**config.mk**
```make
export PLATFORM = sky130hd
export DESIGN_NAME = rsp_pair_decode
export DESIGN_NICKNAME = d
export VERILOG_FILES = /design/src/verilog/afu_pkg.sv /design/src/verilog/rsp_pair_decode.sv
export SDC_FILE = /design/constraint.sdc
export NUM_CORES = 1
export LEC_CHECK = 0
export ABC_AREA = 1
export BUFFER_PORTS_ARGS = -buffer_cell sky130_fd_sc_hd__buf_2
export CAP_MARGIN = 20
export CORE_AREA = 2 2 602 604
export CTS_BUF_LIST = sky130_fd_sc_hd__clkbuf_4
export DETAILED_ROUTE_END_ITERATION = 6
export DIE_AREA = 0 0 604 606
export PLACE_DENSITY_LB_ADDON = 0.25
export SLEW_MARGIN = 5
export SYNTH_ARGS = -nofsm -noshare
export SYNTH_HDL_FRONTEND = slang
export SYNTH_SLANG_ARGS = --single-unit
export TNS_END_PERCENT = 1
```
**constraint.sdc**
```tcl
create_clock -name CLK_200M -period 28.3 [get_ports CLK_200M]
set_input_delay 5.66 -clock CLK_200M [delete_from_list [all_inputs] [get_ports CLK_200M]]
set_output_delay 5.66 -clock CLK_200M [all_outputs]
set_load 0.02 [all_outputs]
```
**src/verilog/afu_pkg.sv**
```systemverilog
`default_nettype none

package afu_pkg;

	// ----------------------------------------------------------
	// widths and field positions
	// ----------------------------------------------------------
	localparam int ADDR_W = 58;
	localparam int LINE_W = 512;
	localparam int READ_NUM_W = 8;
	// batch size is one bit wider than the read count, times four lines
	localparam int LOAD_PTR_W = READ_NUM_W + 3;
	localparam int LINES_PER_READ = 4;

	// handshake line fields
	localparam int TAG0_BIT = 480;
	localparam int TAG1_BIT = 482;
	localparam int BATCH_SIZE_LSB = 448;

	// write encodings
	localparam int FENCE_BIT = 511;
	localparam logic [31:0] STATUS_DONE = 32'd16;

	// write buffer
	localparam int WR_BUF_DEPTH = 8;
	localparam int BUF_PTR_W = $clog2(WR_BUF_DEPTH);
	localparam int BUF_CNT_W = $clog2(WR_BUF_DEPTH + 1);

	typedef logic [ADDR_W-1:0] addr_t;
	typedef logic [LINE_W-1:0] line_t;
	typedef logic [BUF_CNT_W-1:0] buf_cnt_t;

	// ----------------------------------------------------------
	// bundles and opcodes
	// ----------------------------------------------------------
	typedef struct packed {
		logic  valid;
		addr_t addr_1;
		addr_t addr_2;
	} rd_req_t;

	typedef struct packed {
		logic  valid;
		line_t line_k;
		line_t line_l;
	} rsp_pair_t;

	typedef enum logic [1:0] {
		WR_DATA,
		WR_FENCE,
		WR_STATUS
	} wr_kind_e;

	typedef struct packed {
		logic     valid;
		wr_kind_e kind;
		addr_t    addr;
		line_t    data;
	} wr_req_t;

	typedef struct packed {
		addr_t hand_ptr;
		addr_t input_base;
		addr_t output_base;
	} ptr_cfg_t;

	typedef enum logic [2:0] {
		IDLE,
		POLL_REQ,
		POLL_WAIT,
		LOAD,
		DRAIN,
		FENCE_1,
		STATUS,
		FENCE_2
	} batch_state_e;

endpackage

`default_nettype wire

```
**src/verilog/rsp_pair_decode.sv**
```systemverilog
`default_nettype none

module rsp_pair_decode (
	input  wire                          CLK_200M,
	input  wire                          reset_n,
	input  wire                          io_rx_rd_valid,
	input  wire [afu_pkg::LINE_W-1:0]    io_rx_data,
	output afu_pkg::rsp_pair_t           pair,
	output logic                         tag0,
	output logic                         tag1,
	output logic [afu_pkg::READ_NUM_W:0] batch_size
);

	// high when the next beat belongs to the l line
	logic l_next;
	logic pair_valid_q;
	afu_pkg::line_t line_k_q;
	afu_pkg::line_t line_l_q;

	always_ff @(posedge CLK_200M) begin
		if (!reset_n) begin
			l_next       <= 1'b0;
			pair_valid_q <= 1'b0;
		end else begin
			if (io_rx_rd_valid) begin
				l_next <= ~l_next;
			end
			// pair is complete once the l beat is in
			pair_valid_q <= io_rx_rd_valid & l_next;
		end
	end

	always_ff @(posedge CLK_200M) begin
		if (io_rx_rd_valid) begin
			if (l_next) begin
				line_l_q <= io_rx_data;
			end else begin
				line_k_q <= io_rx_data;
			end
		end
	end

	assign pair = '{valid: pair_valid_q, line_k: line_k_q, line_l: line_l_q};

	// handshake fields live in the l line
	assign tag0       = line_l_q[afu_pkg::TAG0_BIT];
	assign tag1       = line_l_q[afu_pkg::TAG1_BIT];
	assign batch_size = line_l_q[afu_pkg::BATCH_SIZE_LSB +: afu_pkg::READ_NUM_W + 1];

	// k and l beats always alternate, so pairs are at least two cycles apart
	a_pair_spacing : assert property (
		@(posedge CLK_200M) disable iff (!reset_n)
		pair.valid |=> !pair.valid
	);

endmodule

`default_nettype wire

```
=== Word level (Yosys, flattened, before mapping) ===
Cells that the tools add are included.

* Register bits: 1026
* Input bits: 515
* Output and inout bits: 1036
* Logic and storage cells: 8

* Bitwise logic cells: 2
* Reduce and logical (&&, ||, !) cells: 2

{| class="wikitable"
|+ Operators by type and width
! kind !! number
|-
| 2-bit AND reduction || 2
|-
| 1-bit bitwise AND || 1
|-
| 1-bit NOT || 1
|}

=== Logic depth before layout (Yosys ltp) ===
Gate-level depths: netlist of the first run.

* Depth in word-level cells: 2
* Depth in mapped cells: 3
* Depth with buffers taken out: 3

=== Worst setup path after synthesis of the first run ===
Ideal clock, no wire load.

* Path kind: input -> register
* Start point: input port io_rx_rd_valid
* End point: register line_k_q[0], enable pin
* Arrival: 27.073 ns
* Required time: 26.886 ns
* Path slack: -0.187 ns
* Cell stages on the path: 2
* Path buffers: 0
* Path through: inv_1 nor2_1

* Word-level cells in the longest chain between the ends: 1

{| class="wikitable"
|+ Ends and longest elaborated chain
! item !! RTL line !! RTL
|-
| from (decl) || rsp_pair_decode.sv:6 || <nowiki>input wire io_rx_rd_valid,</nowiki>
|-
| 2-bit AND reduction (no source line) || - ||
|-
| to (signal assigned) || rsp_pair_decode.sv:38 || <nowiki>line_k_q <= io_rx_data;</nowiki>
|-
| to (decl) || rsp_pair_decode.sv:17 || <nowiki>afu_pkg::line_t line_k_q;</nowiki>
|}

No other way between the ends.
A chain may end at the register's enable or synchronous reset.

=== Worst setup path in the final report of the first run ===
* Start point: input port io_rx_rd_valid
* End point: register line_k_q[506], enable pin

The elaborated chain is that of the path after synthesis.

==> out/metrics.cfg, run 1 <==
[run_status]
status=completed

[sta]
worst_clock_skew_ps=98.02
worst_slew_margin_rel=0.3444
setup_total_negative_slack_ps=0
unrepaired_setup_endpoints_after_global_routing=false
slew_violations=0
setup_viol=0
slew_worst_pin_ps=983.4
highest_clock_frequency_the_design_can_meet_ghz=0.1176
timing.final.crit_share=0.3004
setup_ws_ps=19800
hold_viol_final=0
period_minus_slack_ps=8502

[clocking]
clock_latency_ps=1330
cts_max_path_buffers=4
htree_levels=5
clk_transition_reported_paths_ps=70
numCtsBuffers=303
total_clock_sinks=1026
cts_resized=0
post-cts-setup-buffers=0
cts_root_buffer=sky130_fd_sc_hd__clkbuf_4
cts-hold-fix-buffers=0
cts_tree=built

[power_and_ir_drop]
power_per_cell_area_nw_per_um2=75.15
clock_share_of_power=0.417
leakage_nw=18.19
seq_power_share=0.489
p_switching_w=0.001026
power_switching_share=0.2800
intPower_w=0.002639
irDropWorstVdd_uv=28.56
power.total_w=0.003665
comb_power_share=0.093

[detailed_routing]
detail_route.wl_per_cell_um=28.27
ant_nets=0
drc_errors=0
detailedRoute.firstIterationViolations=1625
routed_via_density=2.581
dr.pass1.iters=5
total_via_count_in_the_routed_design=20507
finalWirelength_mm=224.6

[final_layout]
fin_nets=3423
finish.cell_count_without_fillers=7945
finalInstanceArea_um2=48770
final.fill_count=40424
layout_cell_share_with_drive_strength_beyond_1=0.6536
areaGrowthSynthToFinish_pct=57.73
layout.cells.most_common=sky130_fd_sc_hd__buf_2
final_cell_mix=1550 x sky130_fd_sc_hd__buf_2, 1024 x sky130_fd_sc_hd__edfxtp_1, 422 x sky130_fd_sc_hd__clkbuf_4

[synthesis]
seq_area_frac_synth=0.9958
syn_inst=1047
postSynthAreaPerCell_um2=29.53
synth_nets=1562
synth.top_cells.by_area=sky130_fd_sc_hd__edfxtp_1 99%, sky130_fd_sc_hd__buf_4 0.29%, sky130_fd_sc_hd__dfxtp_1 0.13%
library_cells_used_by_synthesis=8
synthesis.area_um2=30920
netlist.area_leader.share=0.9945
synthDominantAreaCellType=sky130_fd_sc_hd__edfxtp_1
postSynthRegisterBits=1026
ys.warnings.count=0

[placed_design]
place.port_buffers=1550
finalWeightedCongestion=0.8529
dp.final_hpwl_mm=190.8
placed_cell_area_um2=44730
placement.setup.worst_slack_ps=18460
dp.cells=7397

[floorplan]
ioPinCount=1551
design.core.area_um2=360300
floorplan.die.height_um=606
floorplan_die_width_um=604
rows=221
start_util=0.08581
dieArea_um2=366000

[critical_path]
worst-path-max-fanout=60
cp_num_cells=7
cp.arrival_ps=9340
critical_path.cell_chain=buf_2 -> inv_1 -> nor2_4 -> buf_4 -> buf_4 -> buf_4 -> buf_4
max_stage_delay_ps=770
critPathBufInv=6
slowest_stage=sky130_fd_sc_hd__buf_4
most_common_cell_type_on_the_critical_path=sky130_fd_sc_hd__buf_4
worst_setup_path_start_kind=input pin
worst_setup_path_end_kind=flop
worst_reg_to_reg_cells=5
critical_path_type=in2reg
worstPathRequired_ps=29140
critical_path.top_delay_family=buffers and inverters

[grt]
congestion_overflow_gr=0
grt_pass1_wl_mm=264.5
antenna_violations_before_repair=96
grt_start_max_net_pins=73
first_global_vias=20558
grt_util_all_layers=0.1164

[hold_path]
holdPathStages=2
hold_class=reg2reg

[flow_run]
timing.max_cap.violations=0

## cells by family (layout without fill, tap and decap cells)
| kind of cell | Yosys count | count (layout) | share of synthesized area |
|---|---|---|---|
| other | 0 | 27 | 0 |
| AND/OR/NAND/NOR | 6 | 6 | 0.0008904 |
| buffers and inverters | 15 | 2092 | 0.003278 |
| flip-flops | 1026 | 1026 | 0.9958 |
## sequential cells by signal (all words and copies together), names as in the netlist
| name | cells |
|---|---|
| line_k_q | 512 |
| line_l_q | 512 |
| l_next | 1 |
| pair_valid_q | 1 |
## power groups by stage
stage	Clock, W	Sequential (W)	Combinational, W
after floorplan	0	0.00194	0.0000268
after global placement	0	0.00183	0.000359
after detailed placement	0	0.00183	0.000358
after CTS	0.00162	0.00180	0.000360
after global routing	0.00168	0.00180	0.000364
final	0.00153	0.00179	0.000341
## stage by stage
stage / utilization / hold slack, ps
3_3_place_gp: 0.1242 / 623.4
3_5_place_dp: 0.1242 / 589.6
5_1_grt: 0.1353 / 565.9
2_1_floorplan: - / 463.0
6_report: 0.1354 / 567.3
4_1_cts: 0.1352 / 560.5
## area by class of cell
type	instances	area, um2	area share
Antenna cell	27	67.56	0.001385
Clock buffer	422	3168	0.06496
Clock inverter	99	797.0	0.01634
Inverter	3	18.77	0.0003849
Multi-Input combinational cell	6	35.03	0.0007184
Sequential cell	1026	30790	0.6314
Tap cell	4794	5998	0.1230
Timing Repair Buffer	1568	7893	0.1618
## worst paths after layout
kind,start,endpoint,slack (ps)
worst max-delay path,io_rx_rd_valid,line_k_q[506],19800
worst min-delay path,l_next,pair_valid_q,570
worst max register to register,l_next,line_k_q[506],24040
worst min register to register,l_next,pair_valid_q,570
## Yosys cell counts
library cell,count
sky130_fd_sc_hd__edfxtp_1,1024
sky130_fd_sc_hd__nor2_1,3
sky130_fd_sc_hd__inv_1,3
sky130_fd_sc_hd__nor2_2,1
sky130_fd_sc_hd__dfxtp_1,2
sky130_fd_sc_hd__nand2_2,1
sky130_fd_sc_hd__buf_4,12
sky130_fd_sc_hd__nand2_1,1
## tightest hold or removal path, stage by stage (launching register included)
cell and delay (ps):
sky130_fd_sc_hd__dfxtp_1 360, sky130_fd_sc_hd__nand2_2 150, sky130_fd_sc_hd__nor2_1 60
## metal layers
metal  part of all wire  routed length [um]  track usage
met1               0.37               82330       0.1287
met2               0.47              106300       0.1897
met3               0.13               28270      0.06174
met4              0.033                7502      0.03984
met5            0.00072                 161            0
No activity file was read; power rests on OpenSTA's default activity.
==> run 2: changes to the inputs <==
Clock period 28.3 ns to 7.72 ns, I/O delays scaled along.
==> out/metrics.cfg, run 2 (synthesis gave the netlist of run 1 again) <==
[placed_design]
dp.final_hpwl_mm=190.4  ; was 190.8 mm
placed_cell_area_um2=44840  ; was 44730 um2
placement.setup.worst_slack_ps=3576  ; was 18460 ps
finalWeightedCongestion=0.8513  ; was 0.8529
place.port_buffers=1550  ; unchanged

[power_and_ir_drop]
power_per_cell_area_nw_per_um2=274.0  ; was 75.15 nW/um2
power_switching_share=0.2883  ; was 0.2800
seq_power_share=0.491  ; was 0.489
irDropWorstVdd_uv=109.0  ; was 28.56 uV
p_switching_w=0.003856  ; was 0.001026 W
comb_power_share=0.096  ; was 0.093
clock_share_of_power=0.413  ; was 0.417
leakage_nw=18.15  ; was 18.19 nW
intPower_w=0.009520  ; was 0.002639 W

[final_layout]
multi_input_area_um2=48.80  ; was 35.03 um2
finalInstanceArea_um2=48810  ; was 48770 um2
layout_cell_share_with_drive_strength_beyond_1=0.6507  ; was 0.6536
sequential_cell_area_um2=30790  ; unchanged
layout.cells.most_common=sky130_fd_sc_hd__buf_2  ; unchanged
largestRegisters=line_k_q (512), line_l_q (512)  ; unchanged
finish.utilization=0.1355  ; was 0.1354
final_cell_mix=1550 x sky130_fd_sc_hd__buf_2, 1024 x sky130_fd_sc_hd__edfxtp_1, 421 x sky130_fd_sc_hd__clkbuf_4  ; was 1550 x sky130_fd_sc_hd__buf_2, 1024 x sky130_fd_sc_hd__edfxtp_1, 422 x sky130_fd_sc_hd__clkbuf_4
areaGrowthSynthToFinish_pct=57.86  ; was 57.73%
final.fill_count=40491  ; was 40424
fin_nets=3438  ; was 3423

[critical_path]
worstPathRequired_ps=6180  ; was 29140 ps
worstReg2RegStart=l_next  ; unchanged
slowest_stage=sky130_fd_sc_hd__edfxtp_1  ; was sky130_fd_sc_hd__buf_4
worst_reg_to_reg_cells=5  ; unchanged
cp.arrival_ps=2060  ; was 9340 ps
critical_path.cell_chain=buf_2  ; was buf_2 -> inv_1 -> nor2_4 -> buf_4 -> buf_4 -> buf_4 -> buf_4
worst_setup_path_start_kind=flop  ; was input pin
rr_endpoint=line_l_q[166]  ; was line_k_q[506]
critPathBufInv=1  ; was 6
max_stage_delay_ps=590  ; was 770 ps
worst-r2r-setup-slack_ps=5040  ; was 24040 ps
worst_setup_path_end_kind=output pin  ; was flop
worst-path-max-fanout=4  ; was 60
critical_path_type=reg2out  ; was in2reg
critical_path.top_delay_family=flip-flops  ; was buffers and inverters

[detailed_routing]
total_via_count_in_the_routed_design=20586  ; was 20507
routed_via_density=2.586  ; was 2.581
ant_nets=0  ; unchanged
finalWirelength_mm=225.8  ; was 224.6 mm
dr.pass1.iters=5  ; unchanged
detail_route.wl_per_cell_um=28.36  ; was 28.27 um
drc_errors=0  ; unchanged
detailedRoute.firstIterationViolations=1467  ; was 1625

[clocking]
cts-hold-fix-buffers=0  ; unchanged
cts_resized=0  ; unchanged
clk_transition_reported_paths_ps=70  ; about the same
post-cts-setup-buffers=0  ; unchanged
cts_tree=built  ; unchanged
total_clock_sinks=1026  ; unchanged
cts_max_path_buffers=4  ; unchanged
cts_root_buffer=sky130_fd_sc_hd__clkbuf_4  ; unchanged
clock_latency_ps=1300  ; was 1330 ps
htree_levels=5  ; unchanged
numCtsBuffers=317  ; was 303

[flow_run]
timing.max_cap.violations=0  ; unchanged

[sta]
period_minus_slack_ps=3607
unrepaired_setup_endpoints_after_global_routing=false  ; unchanged
setup_viol=0  ; unchanged
worst_clock_skew_ps=81.07  ; was 98.02 ps
timing.final.crit_share=0.4673
setup_ws_ps=4113  ; was 19800 ps
slew_violations=0  ; unchanged
slew_worst_pin_ps=1101  ; was 983.4 ps
hold_viol_final=0  ; unchanged
highest_clock_frequency_the_design_can_meet_ghz=0.2772
worst_slew_margin_rel=0.2662  ; was 0.3444

[floorplan]
floorplan.die.height_um=606  ; unchanged
dieArea_um2=366000  ; unchanged
design.core.area_um2=360300  ; unchanged
start_util=0.08581  ; unchanged
floorplan_die_width_um=604  ; unchanged
rows=221  ; unchanged
ioPinCount=1551  ; unchanged

[hold_path]
hold_end=line_k_q[108]  ; was pair_valid_q
worstHoldStart=io_rx_data[108]  ; was l_next
hold_class=in2reg  ; was reg2reg
holdPathStages=1  ; was 2

[grt]
grt_start_max_net_pins=114  ; was 73
congestion_overflow_gr=0  ; unchanged
grt_util_all_layers=0.1170  ; was 0.1164
grt_pass1_wl_mm=266.7  ; was 264.5 mm
first_global_vias=20870  ; was 20558
antenna_violations_before_repair=95  ; was 96

[run_status]
status=completed  ; unchanged

-- run 2: per-stage QoR --
step,TNS (ps),hold WS (ps),cells,power [W]
2_1_floorplan,-1943130,541.0,1047,0.007168
3_3_place_gp,0,697.1,7398,0.008042
3_5_place_dp,0,671.9,7398,0.008035
4_1_cts,0,101.6,7929,0.01382
5_1_grt,0,238.1,7943,0.01406
6_report,0,454.3,7960,0.01338
-- run 2: worst max path at each step --
stage | depth (start not counted) | slack, ps | end | start
after global routing | 1 | 3800 | pair[499] | line_l_q[499]
after floorplan | 2 | -1980 | line_l_q[0] | io_rx_rd_valid
final | 1 | 4110 | pair[452] | line_l_q[452]
after detailed placement | 5 | 3580 | line_k_q[124] | io_rx_rd_valid
after CTS | 1 | 3670 | pair[499] | line_l_q[499]
after global placement | 5 | 3620 | line_k_q[106] | io_rx_rd_valid
-- run 2: power groups by stage --
stage	combinational, W	sequential (W)	clock [W]
6_report	0.00128	0.00657	0.00553
5_1_grt	0.00137	0.00659	0.00611
4_1_cts	0.00136	0.00657	0.00589
3_5_place_dp	0.00135	0.00668	0
3_3_place_gp	0.00136	0.00668	0
2_1_floorplan	0.0000992	0.00707	0
-- run 2: final cells by class --
type | instances | share of cell area
Sequential cell | 1026 | 0.6308
Timing Repair Buffer | 1569 | 0.1634
Tap cell | 4794 | 0.1229
Clock buffer | 421 | 0.06475
Clock inverter | 110 | 0.01497
Antenna cell | 31 | 0.001589
Multi-Input combinational cell | 6 | 0.0009998
Inverter | 3 | 0.0005640
-- run 2: routing by layer --
metal  GRT usage  wire [um]  vias to the layer above
met5           0        173                        -
met4     0.03834       7160                       26
met3     0.06858      30720                      376
met2      0.1964     109800                     1363
met1      0.1215      77880                    10543
li1            -          -                     8278
==> run 3: changes to the inputs <==
Clock period 7.72 ns to 3.5 ns, I/O delays scaled along.
==> out/metrics.cfg, run 3 (synthesis gave the netlist of run 1 again) <==
[power_and_ir_drop]
power_per_cell_area_nw_per_um2=529.3  ; was 274.0 nW/um2
leakage_nw=21.83  ; was 18.15 nW
power.total_w=0.03047  ; was 0.01338 W
irDropWorstVdd_uv=303.7  ; was 109.0 uV

[critical_path]
worst_setup_path_end_kind=output pin  ; unchanged
critPathBufInv=1  ; unchanged
max_stage_delay_ps=530  ; was 590 ps
slowest_stage=sky130_fd_sc_hd__edfxtp_1  ; unchanged
critical_path.cell_chain=buf_2  ; unchanged
critical_path.top_delay_family=flip-flops  ; unchanged
worst_reg_to_reg_cells=4  ; was 5
critical_path_type=reg2out  ; unchanged
cp_num_cells=1  ; unchanged
worstPathRequired_ps=2800  ; was 6180 ps
worst_setup_path_start_kind=flop  ; unchanged
worst-path-max-fanout=2  ; was 4
cp.arrival_ps=2100  ; was 2060 ps

[floorplan]
design.core.area_um2=360300  ; unchanged
ioPinCount=1551  ; unchanged
rows=221  ; unchanged
floorplan_die_width_um=604  ; unchanged
start_util=0.08581  ; unchanged
floorplan.die.height_um=606  ; unchanged
dieArea_um2=366000  ; unchanged

[sta]
hold_viol_final=0  ; unchanged
slew_worst_pin_ps=795.7  ; was 1101 ps
unrepaired_setup_endpoints_after_global_routing=false  ; unchanged
setup_viol=0  ; unchanged
whs_ps=262.0  ; was 454.3 ps
period_minus_slack_ps=2799
timing.final.crit_share=0.7998
worst_clock_skew_ps=110.2  ; was 81.07 ps
highest_clock_frequency_the_design_can_meet_ghz=0.3572
slew_violations=0  ; unchanged
worst_slew_margin_rel=0.4695  ; was 0.2662

[grt]
grt_start_max_net_pins=99  ; was 114
grt_pass1_wl_mm=282.8  ; was 266.7 mm
first_global_vias=25199  ; was 20870
congestion_overflow_gr=0  ; unchanged
grt_util_all_layers=0.1216  ; was 0.1170
antenna_violations_before_repair=109  ; was 95

[clocking]
cts-hold-fix-buffers=854  ; was 0
cts_root_buffer=sky130_fd_sc_hd__clkbuf_4  ; unchanged
clock_latency_ps=1330  ; was 1300 ps
cts_max_path_buffers=4  ; unchanged
numCtsBuffers=315  ; was 317
htree_levels=5  ; unchanged
cts_tree=built  ; unchanged
clk_transition_reported_paths_ps=70  ; about the same
post-cts-setup-buffers=0  ; unchanged
cts_resized=0  ; unchanged
total_clock_sinks=1026  ; unchanged

[detailed_routing]
detail_route.wl_per_cell_um=26.57  ; was 28.36 um
detailedRoute.firstIterationViolations=1809  ; was 1467
finalWirelength_mm=234.7  ; was 225.8 mm
drc_errors=0  ; unchanged
routed_via_density=2.748  ; was 2.586
dr.pass1.iters=5  ; unchanged
total_via_count_in_the_routed_design=24274  ; was 20586
ant_nets=0  ; unchanged

[hold_path]
hold_class=in2reg  ; unchanged
holdPathStages=2  ; was 1

[run_status]
status=completed  ; unchanged

[final_layout]
layout_cell_share_with_drive_strength_beyond_1=0.5128  ; was 0.6507
largestRegisters=line_k_q (512), line_l_q (512)  ; unchanged
layout.cells.most_common=sky130_fd_sc_hd__buf_2  ; unchanged
finish.utilization=0.1598  ; was 0.1355
fin_nets=4304  ; was 3438
final_cell_mix=1550 x sky130_fd_sc_hd__buf_2, 1024 x sky130_fd_sc_hd__edfxtp_1, 854 x sky130_fd_sc_hd__dlygate4sd3_1  ; was 1550 x sky130_fd_sc_hd__buf_2, 1024 x sky130_fd_sc_hd__edfxtp_1, 421 x sky130_fd_sc_hd__clkbuf_4
areaGrowthSynthToFinish_pct=86.18  ; was 57.86%

[flow_run]
timing.max_cap.violations=0  ; unchanged

[placed_design]
dp.final_hpwl_mm=191.4  ; was 190.4 mm
place.port_buffers=1550  ; unchanged
finalWeightedCongestion=0.8422  ; was 0.8513

run 3: cell count changes in the layout (fill, tap and decap cells not counted), moves of 3 or more:
cell / before / now
sky130_fd_sc_hd__clkbuf_4: 421 / 415
sky130_fd_sc_hd__buf_4: 13 / 19
sky130_fd_sc_hd__clkinv_2: 16 / 24
sky130_fd_sc_hd__buf_12: 6 / 14
sky130_fd_sc_hd__clkinv_4: 4 / 1
sky130_fd_sc_hd__diode_2: 31 / 28
sky130_fd_sc_hd__clkinv_1: 65 / 70
sky130_fd_sc_hd__dlygate4sd3_1: 0 / 854
run 3: layout make-up:
cell class                      count  area, um2
Clock buffer                      415       3115
Timing Repair Buffer             2437      16730
Clock inverter                    124      787.0
Fill cell                       39882     302700
Antenna cell                       28      70.07
Multi-Input combinational cell      6      48.80
Sequential cell                  1026      30790
Inverter                            3      27.53
Tap cell                         4794       5998
run 3: worst register-to-register path, cell delays in order, from the launching register on:
cell and delay [ps]:
sky130_fd_sc_hd__dfxtp_1 490, sky130_fd_sc_hd__nand2_8 90, sky130_fd_sc_hd__clkinvlp_4 190, sky130_fd_sc_hd__buf_12 210, sky130_fd_sc_hd__buf_12 550
run 3: final timing paths:
path	from	slack [ps]	endpoint
max	line_l_q[452]	700	pair[452]
min	io_rx_data[478]	260	line_l_q[478]
max reg2reg	l_next	1500	line_l_q[104]
min reg2reg	l_next	690	pair_valid_q
run 3: report_power, final:
part	switching (W)	internal, W
combinational	0.00243	0.00125
clock	0.00620	0.00609
sequential	0.000244	0.0143
run 3: stage by stage:
| step | TNS [ps] | instance area, um2 | cells | setup WS [ps] |
|---|---|---|---|---|
| 6_report | 0 | 57570 | 8833 | 700.6 |
| 5_1_grt | 0 | 57540 | 8824 | 452.0 |
| 4_1_cts | 0 | 57500 | 8805 | 352.8 |
| 3_5_place_dp | 0 | 45040 | 7412 | 901.3 |
| 3_3_place_gp | 0 | 45040 | 7412 | 908.0 |
| 2_1_floorplan | -5400150 | 30960 | 1047 | -5355 |
run 3: metal layers:
metal  part of all wire  wire (um)  global-route usage  vias to the layer above
li1                   -          -                   -                    10045
met1               0.37      85720              0.1318                    12319
met2               0.49     114400              0.2062                     1470
met3               0.11      26960             0.05991                      404
met4              0.031       7359             0.03907                       36
met5            0.00099        233                   0                        -
